--- src/include/imul_config.svh ---
`ifndef IMUL_CONFIG_SVH
`define IMUL_CONFIG_SVH

// operand and result width in bits
`define IMUL_WIDTH 16

// cycles from the start strobe to the done pulse
// one register in operandPrep, one in resultSelect
`define IMUL_LATENCY 2

`endif

--- src/design/imulPkg.sv ---
`include "imul_config.svh"

package imulPkg;

	// multiply opcodes
	typedef enum logic [1:0] {
		MUL_LO  = 2'b00, // low half of the product
		MUL_HU  = 2'b01, // high half, unsigned x unsigned
		MUL_HS  = 2'b10, // high half, signed x signed
		MUL_HSU = 2'b11  // high half, signed a x unsigned b
	} imulOpE;

	typedef logic [`IMUL_WIDTH-1:0]   operandT; // single word
	typedef logic [2*`IMUL_WIDTH-1:0] productT; // double word

endpackage

--- src/design/arrayMultiplier.sv ---
`include "imul_config.svh"

// Unsigned array multiplier. Each row i adds the partial product a & b[i]
// into the running sum in carry-save form, so carries move diagonally to
// the next row. The last row leaves a sum and a carry vector which a ripple
// adder merges into the upper half of the product.
module arrayMultiplier (
	input  imulPkg::operandT      a,
	input  imulPkg::operandT      b,
	output wire imulPkg::productT product
);
	import imulPkg::*;

	localparam int W = `IMUL_WIDTH;

	wire operandT pp [W];              // pp[i][j] = a[j] & b[i], weight i+j
	wire operandT rowSum [W];          // sum out of cell (i,j), weight i+j
	wire operandT rowCarry [1:W-1];    // carry out of cell (i,j), weight i+j+1
	wire logic [W-2:0] rippleCarry;    // carries of the final adder row

	generate
		if (W < 4) begin : gWidthCheck
			$error("arrayMultiplier needs IMUL_WIDTH of 4 or more");
		end
	endgenerate

	// partial product rows
	generate
		for (genvar i = 0; i < W; i++) begin : gPartial
			assign pp[i] = a & {W{b[i]}};
		end
	endgenerate

	assign rowSum[0] = pp[0]; // row 0 is the bare partial product

	// carry-save grid, rows 1 to W-1
	generate
		for (genvar i = 1; i < W; i++) begin : gRow
			for (genvar j = 0; j < W; j++) begin : gCell
				wire x;
				wire y;
				wire z;

				assign x = pp[i][j];

				if (j == W-1) begin : gLeftEdge
					assign y = 1'b0; // nothing above the msb column
				end else begin : gInner
					assign y = rowSum[i-1][j+1]; // previous sum, same weight
				end

				if (i == 1) begin : gFirstRow
					assign z = 1'b0; // row 0 makes no carries
				end else begin : gCarryIn
					assign z = rowCarry[i-1][j]; // diagonal carry
				end

				assign rowSum[i][j]   = x ^ y ^ z;
				assign rowCarry[i][j] = (x & y) | (x & z) | (y & z);
			end
		end
	endgenerate

	// low half falls out of the right column of the grid
	generate
		for (genvar i = 0; i < W; i++) begin : gLow
			assign product[i] = rowSum[i][0];
		end
	endgenerate

	// final ripple row merges the last sum and carry vectors
	generate
		for (genvar k = 0; k < W; k++) begin : gRipple
			if (k == 0) begin : gRippleFirst
				// no carry in yet, half adder
				assign product[W] = rowSum[W-1][1] ^ rowCarry[W-1][0];
				assign rippleCarry[0] = rowSum[W-1][1] & rowCarry[W-1][0];
			end else if (k == W-1) begin : gRippleTop
				// top bit: no sum bit above, and a carry out of here
				// would exceed 2W bits, which a W x W product never does
				assign product[2*W-1] = rowCarry[W-1][W-1] ^ rippleCarry[W-2];
			end else begin : gRippleMid
				wire x;
				wire y;
				wire z;

				assign x = rowSum[W-1][k+1];
				assign y = rowCarry[W-1][k];
				assign z = rippleCarry[k-1];

				assign product[W+k]   = x ^ y ^ z;
				assign rippleCarry[k] = (x & y) | (x & z) | (y & z);
			end
		end
	endgenerate

endmodule

--- src/design/operandPrep.sv ---
`include "imul_config.svh"

// First stage. Turns signed operands into magnitudes so the unsigned array
// can be used for every opcode, and remembers whether to negate the product.
module operandPrep (
	input  logic             clk,
	input  logic             arstN,
	input  logic             start,
	input  imulPkg::imulOpE  op,
	input  imulPkg::operandT a,
	input  imulPkg::operandT b,
	output imulPkg::operandT magA,
	output imulPkg::operandT magB,
	output logic             negate,
	output imulPkg::imulOpE  opReg,
	output logic             prepValid
);
	import imulPkg::*;

	localparam int W = `IMUL_WIDTH;

	logic    signedA;  // a is taken as two's complement
	logic    signedB;  // b is taken as two's complement
	logic    negA;
	logic    negB;
	operandT absA;
	operandT absB;

	// lo and hu are plain unsigned
	assign signedA = (op == MUL_HS) || (op == MUL_HSU);
	assign signedB = (op == MUL_HS);

	assign negA = signedA & a[W-1];
	assign negB = signedB & b[W-1];

	// most negative value maps to 2**(W-1), still fits unsigned
	assign absA = negA ? ~a + operandT'(1) : a;
	assign absB = negB ? ~b + operandT'(1) : b;

	always_ff @(posedge clk or negedge arstN) begin
		if (!arstN) begin
			prepValid <= 1'b0;
		end else begin
			prepValid <= start;
		end
	end

	// operand payload, only loaded on a strobe
	always_ff @(posedge clk) begin
		if (start) begin
			magA   <= absA;
			magB   <= absB;
			negate <= negA ^ negB; // one negative factor flips the sign
			opReg  <= op;
		end
	end

	// an X opcode would silently pick a wrong half two cycles later
	opKnown: assert property (@(posedge clk) disable iff (!arstN)
		start |-> !$isunknown(op))
		else $error("operandPrep: opcode is X on start");

endmodule

--- src/design/resultSelect.sv ---
`include "imul_config.svh"

// Second stage. Restores the sign of the array product, picks the half the
// opcode asks for and registers it together with the done pulse.
module resultSelect (
	input  logic             clk,
	input  logic             arstN,
	input  imulPkg::productT product,
	input  logic             negate,
	input  imulPkg::imulOpE  opReg,
	input  logic             prepValid,
	output imulPkg::operandT result,
	output logic             done
);
	import imulPkg::*;

	localparam int W = `IMUL_WIDTH;

	productT signedProduct; // product with sign restored
	operandT halfSel;

	// negate across the full double word so the high half stays right
	assign signedProduct = negate ? ~product + productT'(1) : product;

	assign halfSel = (opReg == MUL_LO) ? signedProduct[W-1:0]
		: signedProduct[2*W-1:W];

	always_ff @(posedge clk or negedge arstN) begin
		if (!arstN) begin
			result <= '0;
			done   <= 1'b0;
		end else begin
			done <= prepValid; // one pulse per accepted operation
			if (prepValid) begin
				result <= halfSel; // holds until the next operation
			end
		end
	end

	// magnitudes multiply to less than 2**(2W-1) so negation sets the top bit
	signNeg: assert property (@(posedge clk) disable iff (!arstN)
		prepValid && negate && (product != '0) |-> signedProduct[2*W-1])
		else $error("resultSelect: negated product came out positive");

	resultKnown: assert property (@(posedge clk) disable iff (!arstN)
		done |-> !$isunknown(result))
		else $error("resultSelect: result has X while done is high");

endmodule

--- src/design/imulUnit.sv ---
`include "imul_config.svh"

// Integer multiply unit, two pipeline stages around the array multiplier.
// A new operation may start every cycle, results come back in order.
module imulUnit (
	input  logic             clk,
	input  logic             arstN,
	input  logic             start,
	input  imulPkg::imulOpE  op,
	input  imulPkg::operandT a,
	input  imulPkg::operandT b,
	output imulPkg::operandT result,
	output logic             done
);
	import imulPkg::*;

	operandT magA;
	operandT magB;
	logic    negate;
	imulOpE  opReg;
	logic    prepValid;
	productT product;

	operandPrep uPrep (
		.clk       (clk),
		.arstN     (arstN),
		.start     (start),
		.op        (op),
		.a         (a),
		.b         (b),
		.magA      (magA),
		.magB      (magB),
		.negate    (negate),
		.opReg     (opReg),
		.prepValid (prepValid)
	);

	// combinational, settles within the second cycle
	arrayMultiplier uArray (
		.a       (magA),
		.b       (magB),
		.product (product)
	);

	resultSelect uSelect (
		.clk       (clk),
		.arstN     (arstN),
		.product   (product),
		.negate    (negate),
		.opReg     (opReg),
		.prepValid (prepValid),
		.result    (result),
		.done      (done)
	);

	// end to end latency through both stages
	startToDone: assert property (@(posedge clk) disable iff (!arstN)
		start |-> ##(`IMUL_LATENCY) done)
		else $error("imulUnit: done missing %0d cycles after start", `IMUL_LATENCY);

endmodule

--- config.mk ---
export PLATFORM = sky130hd
export DESIGN_NAME = imulUnit
export DESIGN_NICKNAME = d
export VERILOG_FILES = /design/src/design/imulPkg.sv /design/src/design/arrayMultiplier.sv /design/src/design/operandPrep.sv /design/src/design/resultSelect.sv /design/src/design/imulUnit.sv
export VERILOG_INCLUDE_DIRS = /design/src /design/src/include
export SDC_FILE = /design/constraint.sdc
export NUM_CORES = 1
export LEC_CHECK = 0
export BUFFER_PORTS_ARGS = -buffer_cell sky130_fd_sc_hd__buf_4
export CORE_UTILIZATION = 47
export DETAILED_ROUTE_END_ITERATION = 6
export PLACE_DENSITY_LB_ADDON = 0.12
export SYNTH_ARGS = -nofsm -noshare
export SYNTH_HDL_FRONTEND = slang
export SYNTH_HIERARCHICAL = 1
export SYNTH_SLANG_ARGS = --single-unit
--- constraint.sdc ---
create_clock -name clk -period 13.6 [get_ports clk]
set_input_delay 2.72 -clock clk [delete_from_list [all_inputs] [get_ports clk]]
set_output_delay 2.72 -clock clk [all_outputs]
set_load 0.05 [all_outputs]
; Yosys cells after proc, flatten, opt, wreduce, memory -nomap -nowiden
; Index checks and enable logic that the tools add are counted.
[totals]
register_bits = 53
in_bits = 37
wordCells = 1640
[classes]
n_addsub = 3
n_eq_ne = 2
n_mux = 4
bitwise_logic = 1622
reduce_logical = 2
[ops]
columns = operator, n
row1 = $and 1x1->1, 690
row2 = $xor 1x1->1, 465
row3 = $or 1x1->1, 448
row4 = $and 16x16->16, 16
row5 = $mux 16, 3
row6 = $add 16x1->16 const B, 2
row7 = $add 32x1->32 const B, 1
row8 = $mux 32, 1
row9 = $not 16->16, 2
row10 = $not 32->32, 1
row11 = $eq 2x2->1 const B, 2
row12 = $logic_not 2->1, 1
row13 = $logic_or 1x1->1, 1

; Longest topological paths before layout
[logic_depth]
word_depth = 91
ltp_mapped = 41
ltp_nobuf = 40

; Cells and area by module
; The synthesis kept the hierarchy.
[modules_own_cells]
columns = module, instances, cells_per_inst, area_each_um2, seq_area_each_um2
row1 = arrayMultiplier, 1, 625, 6790.3, 0.0
row2 = operandPrep, 1, 153, 1850.5, 1076.0
row3 = resultSelect, 1, 170, 1440.1, 425.4

; Least setup slack after synthesis
; No wires, ideal clock.
[synth_timing]
path_kind = register -> register
start = reg uPrep.magB[1]
end = reg uSelect.result[15]
setup_time_ps = 141
t_arrival_ps = 14024
required_ps = 13459
slack_ps = -565
stages_incl_launch_ff = 40
synth_period_minus_slack_ps = 14165
path_cell_list = edfxtp_1 -> buf_4 -> and2_1 -> ha_1 -> inv_1 -> fa_1 -> inv_1 -> fa_1 -> fa_1 -> fa_1 -> fa_1 -> fa_1 -> fa_1 -> fa_1 -> fa_1 -> fa_1 -> fa_1 -> fa_1 -> [4 not listed] -> ha_1 -> fa_1 -> fa_1 -> fa_1 -> fa_1 -> fa_1 -> fa_1 -> fa_1 -> fa_1 -> fa_1 -> fa_1 -> fa_1 -> fa_1 -> fa_1 -> fa_1 -> o31ai_2 -> xor2_1 -> o221ai_1
[synth_via]
word_cells_on_any_way = 1579
cone_classes = 1 x add/sub / 2 x mux / 1576 x bitwise
[synth_lines]
columns = item, line_no
row1 = "start, declared", operandPrep.sv:13  ; output imulPkg::operandT magB,
row2 = "start signal, assigned", operandPrep.sv:52  ; magB <= absB;
row3 = $and 16x16->16 *, arrayMultiplier.sv:30  ; assign pp[i] = a & {W{b[i]}};
row4 = $xor 1x1->1 / $and 1x1->1 (equally long branches), "arrayMultiplier.sv:58, arrayMultiplier.sv:59"
row5 = $and 1x1->1, arrayMultiplier.sv:59  ; assign rowCarry[i][j] = (x & y) | (x & z) | (y & z);
row6 = $or 1x1->1 (2 in series), arrayMultiplier.sv:59
row7 = $and 1x1->1, arrayMultiplier.sv:59
row8 = $or 1x1->1 (2 in series), arrayMultiplier.sv:59
row9 = $and 1x1->1, arrayMultiplier.sv:59
row10 = $or 1x1->1 (2 in series), arrayMultiplier.sv:59
row11 = [70 not listed], -
row12 = $and 1x1->1, arrayMultiplier.sv:92  ; assign rippleCarry[k] = (x & y) | (x & z) | (y & z);
row13 = $or 1x1->1 (2 in series), arrayMultiplier.sv:92
row14 = $xor 1x1->1 *, arrayMultiplier.sv:91  ; assign product[W+k] = x ^ y ^ z;
row15 = named net product[30], imulUnit.sv:22  ; productT product;
row16 = $not 32->32 *, resultSelect.sv:23  ; assign signedProduct = negate ? ~product + productT'(1) : product;
row17 = $add 32x1->32 *, resultSelect.sv:23
row18 = $mux 32 *, resultSelect.sv:23
row19 = $mux 16 *, resultSelect.sv:25  ; assign halfSel = (opReg == MUL_LO) ? signedProduct[W-1:0]
row20 = "end signal, assigned", resultSelect.sv:35  ; result <= halfSel;
row21 = "end, declared", resultSelect.sv:12  ; output imulPkg::operandT result,
; Mark *: on every way through the listed nets, which the timed path passes. The rest lies on a longest branch.
; A chain may end at the register's enable or synchronous reset.

; Worst setup path after layout
; Ends and elaborated chain as after synthesis.

==> flow_metrics.py <==
metrics = {
    "run": {
        "cap_viol_max_count": 0,
    },
    "critical_path": {
        "critPathSlowestCell": "fa_2",
        "critPathLaunchType": "register",
        "crit_path_frequent_cell": "fa_2",
        "worstSetupEndpointType": "register",
        "arrival_ns": 13.82,
        "reg2reg_setup_slack_ns": -0.06,
        "critical_path.max_stage_delay_ns": 0.55,
        "worstPathRequired_ns": 13.76,
        "crit_type": "reg2reg",
        "cp_max_fo": 5,
    },
    "clock_network": {
        "clk_latency_ns": 0.30,
        "cts_sinks": 53,
        "cts.htree.levels": 2,
        "clkTransAtPathRegs_ns": 0.07,
        "cts_setup_buffers": 0,
        "cts_made_buffers": 5,
        "clk_path_buf_depth": 2,
        "cts-root-buf": "clkbuf_16",
        "cts_tree": "yes",
    },
    "synthesis": {
        "synth_area_leaders": "fa_1, and2_1, edfxtp_1, dfrtp_1, inv_1",
        "yosysWarningCount": 6,
        "synth_top_area_cell": "fa_1",
        "synth-edff-count": 35,
        "netlist_area_um2": 10080,
        "synth_common_cells": "fa_1, and2_1, inv_1, nand2_1, edfxtp_1",
        "synth_top_area_share_pct": 44.48,
        "yosys.cell_count.top_type": "fa_1",
        "avgSynthCellArea_um2": 10.63,
        "syn_inst": 948,
        "syn-num-nets": 1228,
        "synth_cell_types": 53,
        "synth-seq-cells": 53,
        "ys_async_sr_fraction_pct": 33.96,
        "seq_area_frac_synth_pct": 14.89,
        "ys.flop_type": "edfxtp_1",
    },
    "sta": {
        "skew_ns": 0.01035,
        "rsz0062_at_grt": "true",
        "min_period_ns": 13.66,
        "setup_viol": 1,
        "finalCritPeriodShare_pct": 100.4,
        "relSlewSlack_pct": 43.47,
        "hold_viol": 0,
        "tightest_slew_ns": 0.8415,
        "fmax_mhz": 73.21,
        "maxSlewViolCount": 0,
        "worst_slack_ns": -0.05981,
    },
    "floorplanning": {
        "coreArea_um2": 21020,
        "fp-row-count": 53,
        "fp.dieArea_um2": 22040,
        "die_y_um": 148.5,
        "ioPinCount": 54,
        "initial_utilization_pct": 47.96,
        "die_x_um": 148.5,
    },
    "layout": {
        "final_cell_area_um2": 10940,
        "syn_to_final_growth_pct": 8.539,
        "n_antenna_cell": 0,
        "post-route-util_pct": 52.05,
        "stdcell_count": 1263,
        "drive_gt1_share_pct": 12.85,
        "nNetsFinal": 1267,
        "fillers": 1970,
    },
    "detailed_routing": {
        "vias_per_cell": 5.241,
        "dr.pass1.iters": 4,
        "antenna_left": 0,
        "wire_per_inst_um": 15.85,
        "drc": 0,
        "wl_met3_um": 884,
        "wl_met2_um": 10160,
        "num_vias": 6620,
        "drt_wl_total_um": 20020,
        "drt-met1-wl_um": 8756,
        "highest_layer": "met4",
        "drtIter0Drc": 267,
    },
    "hold_path": {
        "hp-class": "reg2reg",
    },
    "grt": {
        "antenna_found_initial": 0,
        "grt_usage_pct": 19.72,
        "gr-total-overflow": 0,
        "grt_max_degree": 37,
        "grt_pass1_wl_um": 34090,
        "grt_pass1_vias": 6951,
    },
    "placement": {
        "post-place-ws_ns": -0.2285,
        "gp_congestion": 0.8696,
        "place.port_buffers": 53,
        "hpwl_um": 17330,
        "dp_cells": 1255,
        "place_area_um2": 10730,
    },
    "status": {
        "status": "finished with violations",
        "violations": "negative setup slack",
    },
}
==> through the flow <==
stage,hold WS (ns),TNS (ns)
5_1_grt,0.5406,-1.010
3_5_place_dp,0.4942,-0.4303
2_1_floorplan,0.3520,0
6_report,0.5103,-0.05981
3_3_place_gp,0.4910,-0.1055
4_1_cts,0.5186,-0.2048
==> path summary, 6_finish.rpt <==
kind                            depth (start not counted)                from                  to
worst max-delay path                                   38       uPrep/magB[1]  uSelect/result[15]
worst min-delay path                                    2  uSelect/result[15]  uSelect/result[15]
worst max register to register                         38       uPrep/magB[1]  uSelect/result[15]
worst min register to register                          2  uSelect/result[15]  uSelect/result[15]
max in group asynchronous                               1               arstN  uSelect/result[15]
min in group asynchronous                               1               arstN  uSelect/result[10]
==> final cells by class <==
cell class,instances,area (µm²),area share [%]
Clock buffer,5,125.1,1.144
Clock inverter,3,16.27,0.1487
Timing Repair Buffer,77,578.1,5.283
Tap cell,275,344.1,3.145
Multi-Input combinational cell,741,7968,72.82
Sequential cell,53,1501,13.72
Inverter,109,409.1,3.739
==> logic make-up after synthesis <==
logic type / synth area share (%)
buffers and inverters: 7.298
DFF: 14.89
AOI/OAI and AO/OA: 5.697
adders and majority gates: 46.84
muxes: 0.09930
and+or+nand+nor: 21.00
xor gates and xnor gates: 4.170
==> cell usage in the layout, fill, tap and decap left out, drive strengths merged, types with 2 or more instances in the layout <==
cell type  count
o21ai         17
or3            6
xnor2         17
fa           224
dfrtp         18
xor2          31
nand2b        15
a21oi          5
nand2         75
o221ai        11
nor4           5
nor3           9
o31ai         16
o22ai          5
and4           3
nor3b          2
nand4b         3
nand4          3
inv          110
edfxtp        35
a31oi          9
or3b           2
nor2b          3
clkinv         2
clkbuf         5
o41ai          9
nand3b         2
nor2          21
or2            2
buf           77
and2         205
or4            6
ha            19
nand3          5
==> critical path, delay by kind of cell (launching register included) <==
family	cells	cell delay (ns)
fa+ha+maj	30	12.16
flops	1	0.43
compound gates	2	0.39
simple gates	1	0.18
buf+inv	4	0.18
xor+xnor	1	0.16
==> state kept, by name, indices dropped and copies added, names as in the netlist <==
name and cells:
uPrep/magA 16, uPrep/magB 16, uSelect/result 16, uPrep/opReg 2, uPrep/negate 1, uPrep/prepValid 1, uSelect/done 1
==> timing repair <==
item | CTS | global route
hold buffers | 0 | 0
pin swaps | 7 | 12
setup endpoints to repair | 3 | 3
gates resized for setup | 12 | 7
==> per-layer routing <==
metal	track usage [%]	vias up
met4	4.072	0
met3	2.730	12
met1	26.18	3433
met2	34.39	106
li1	-	3069
met5	0	-
Power is left out: the tool's default activity adds up to more than one toggle a clock period on the data nets, which glitch-free logic cannot reach.
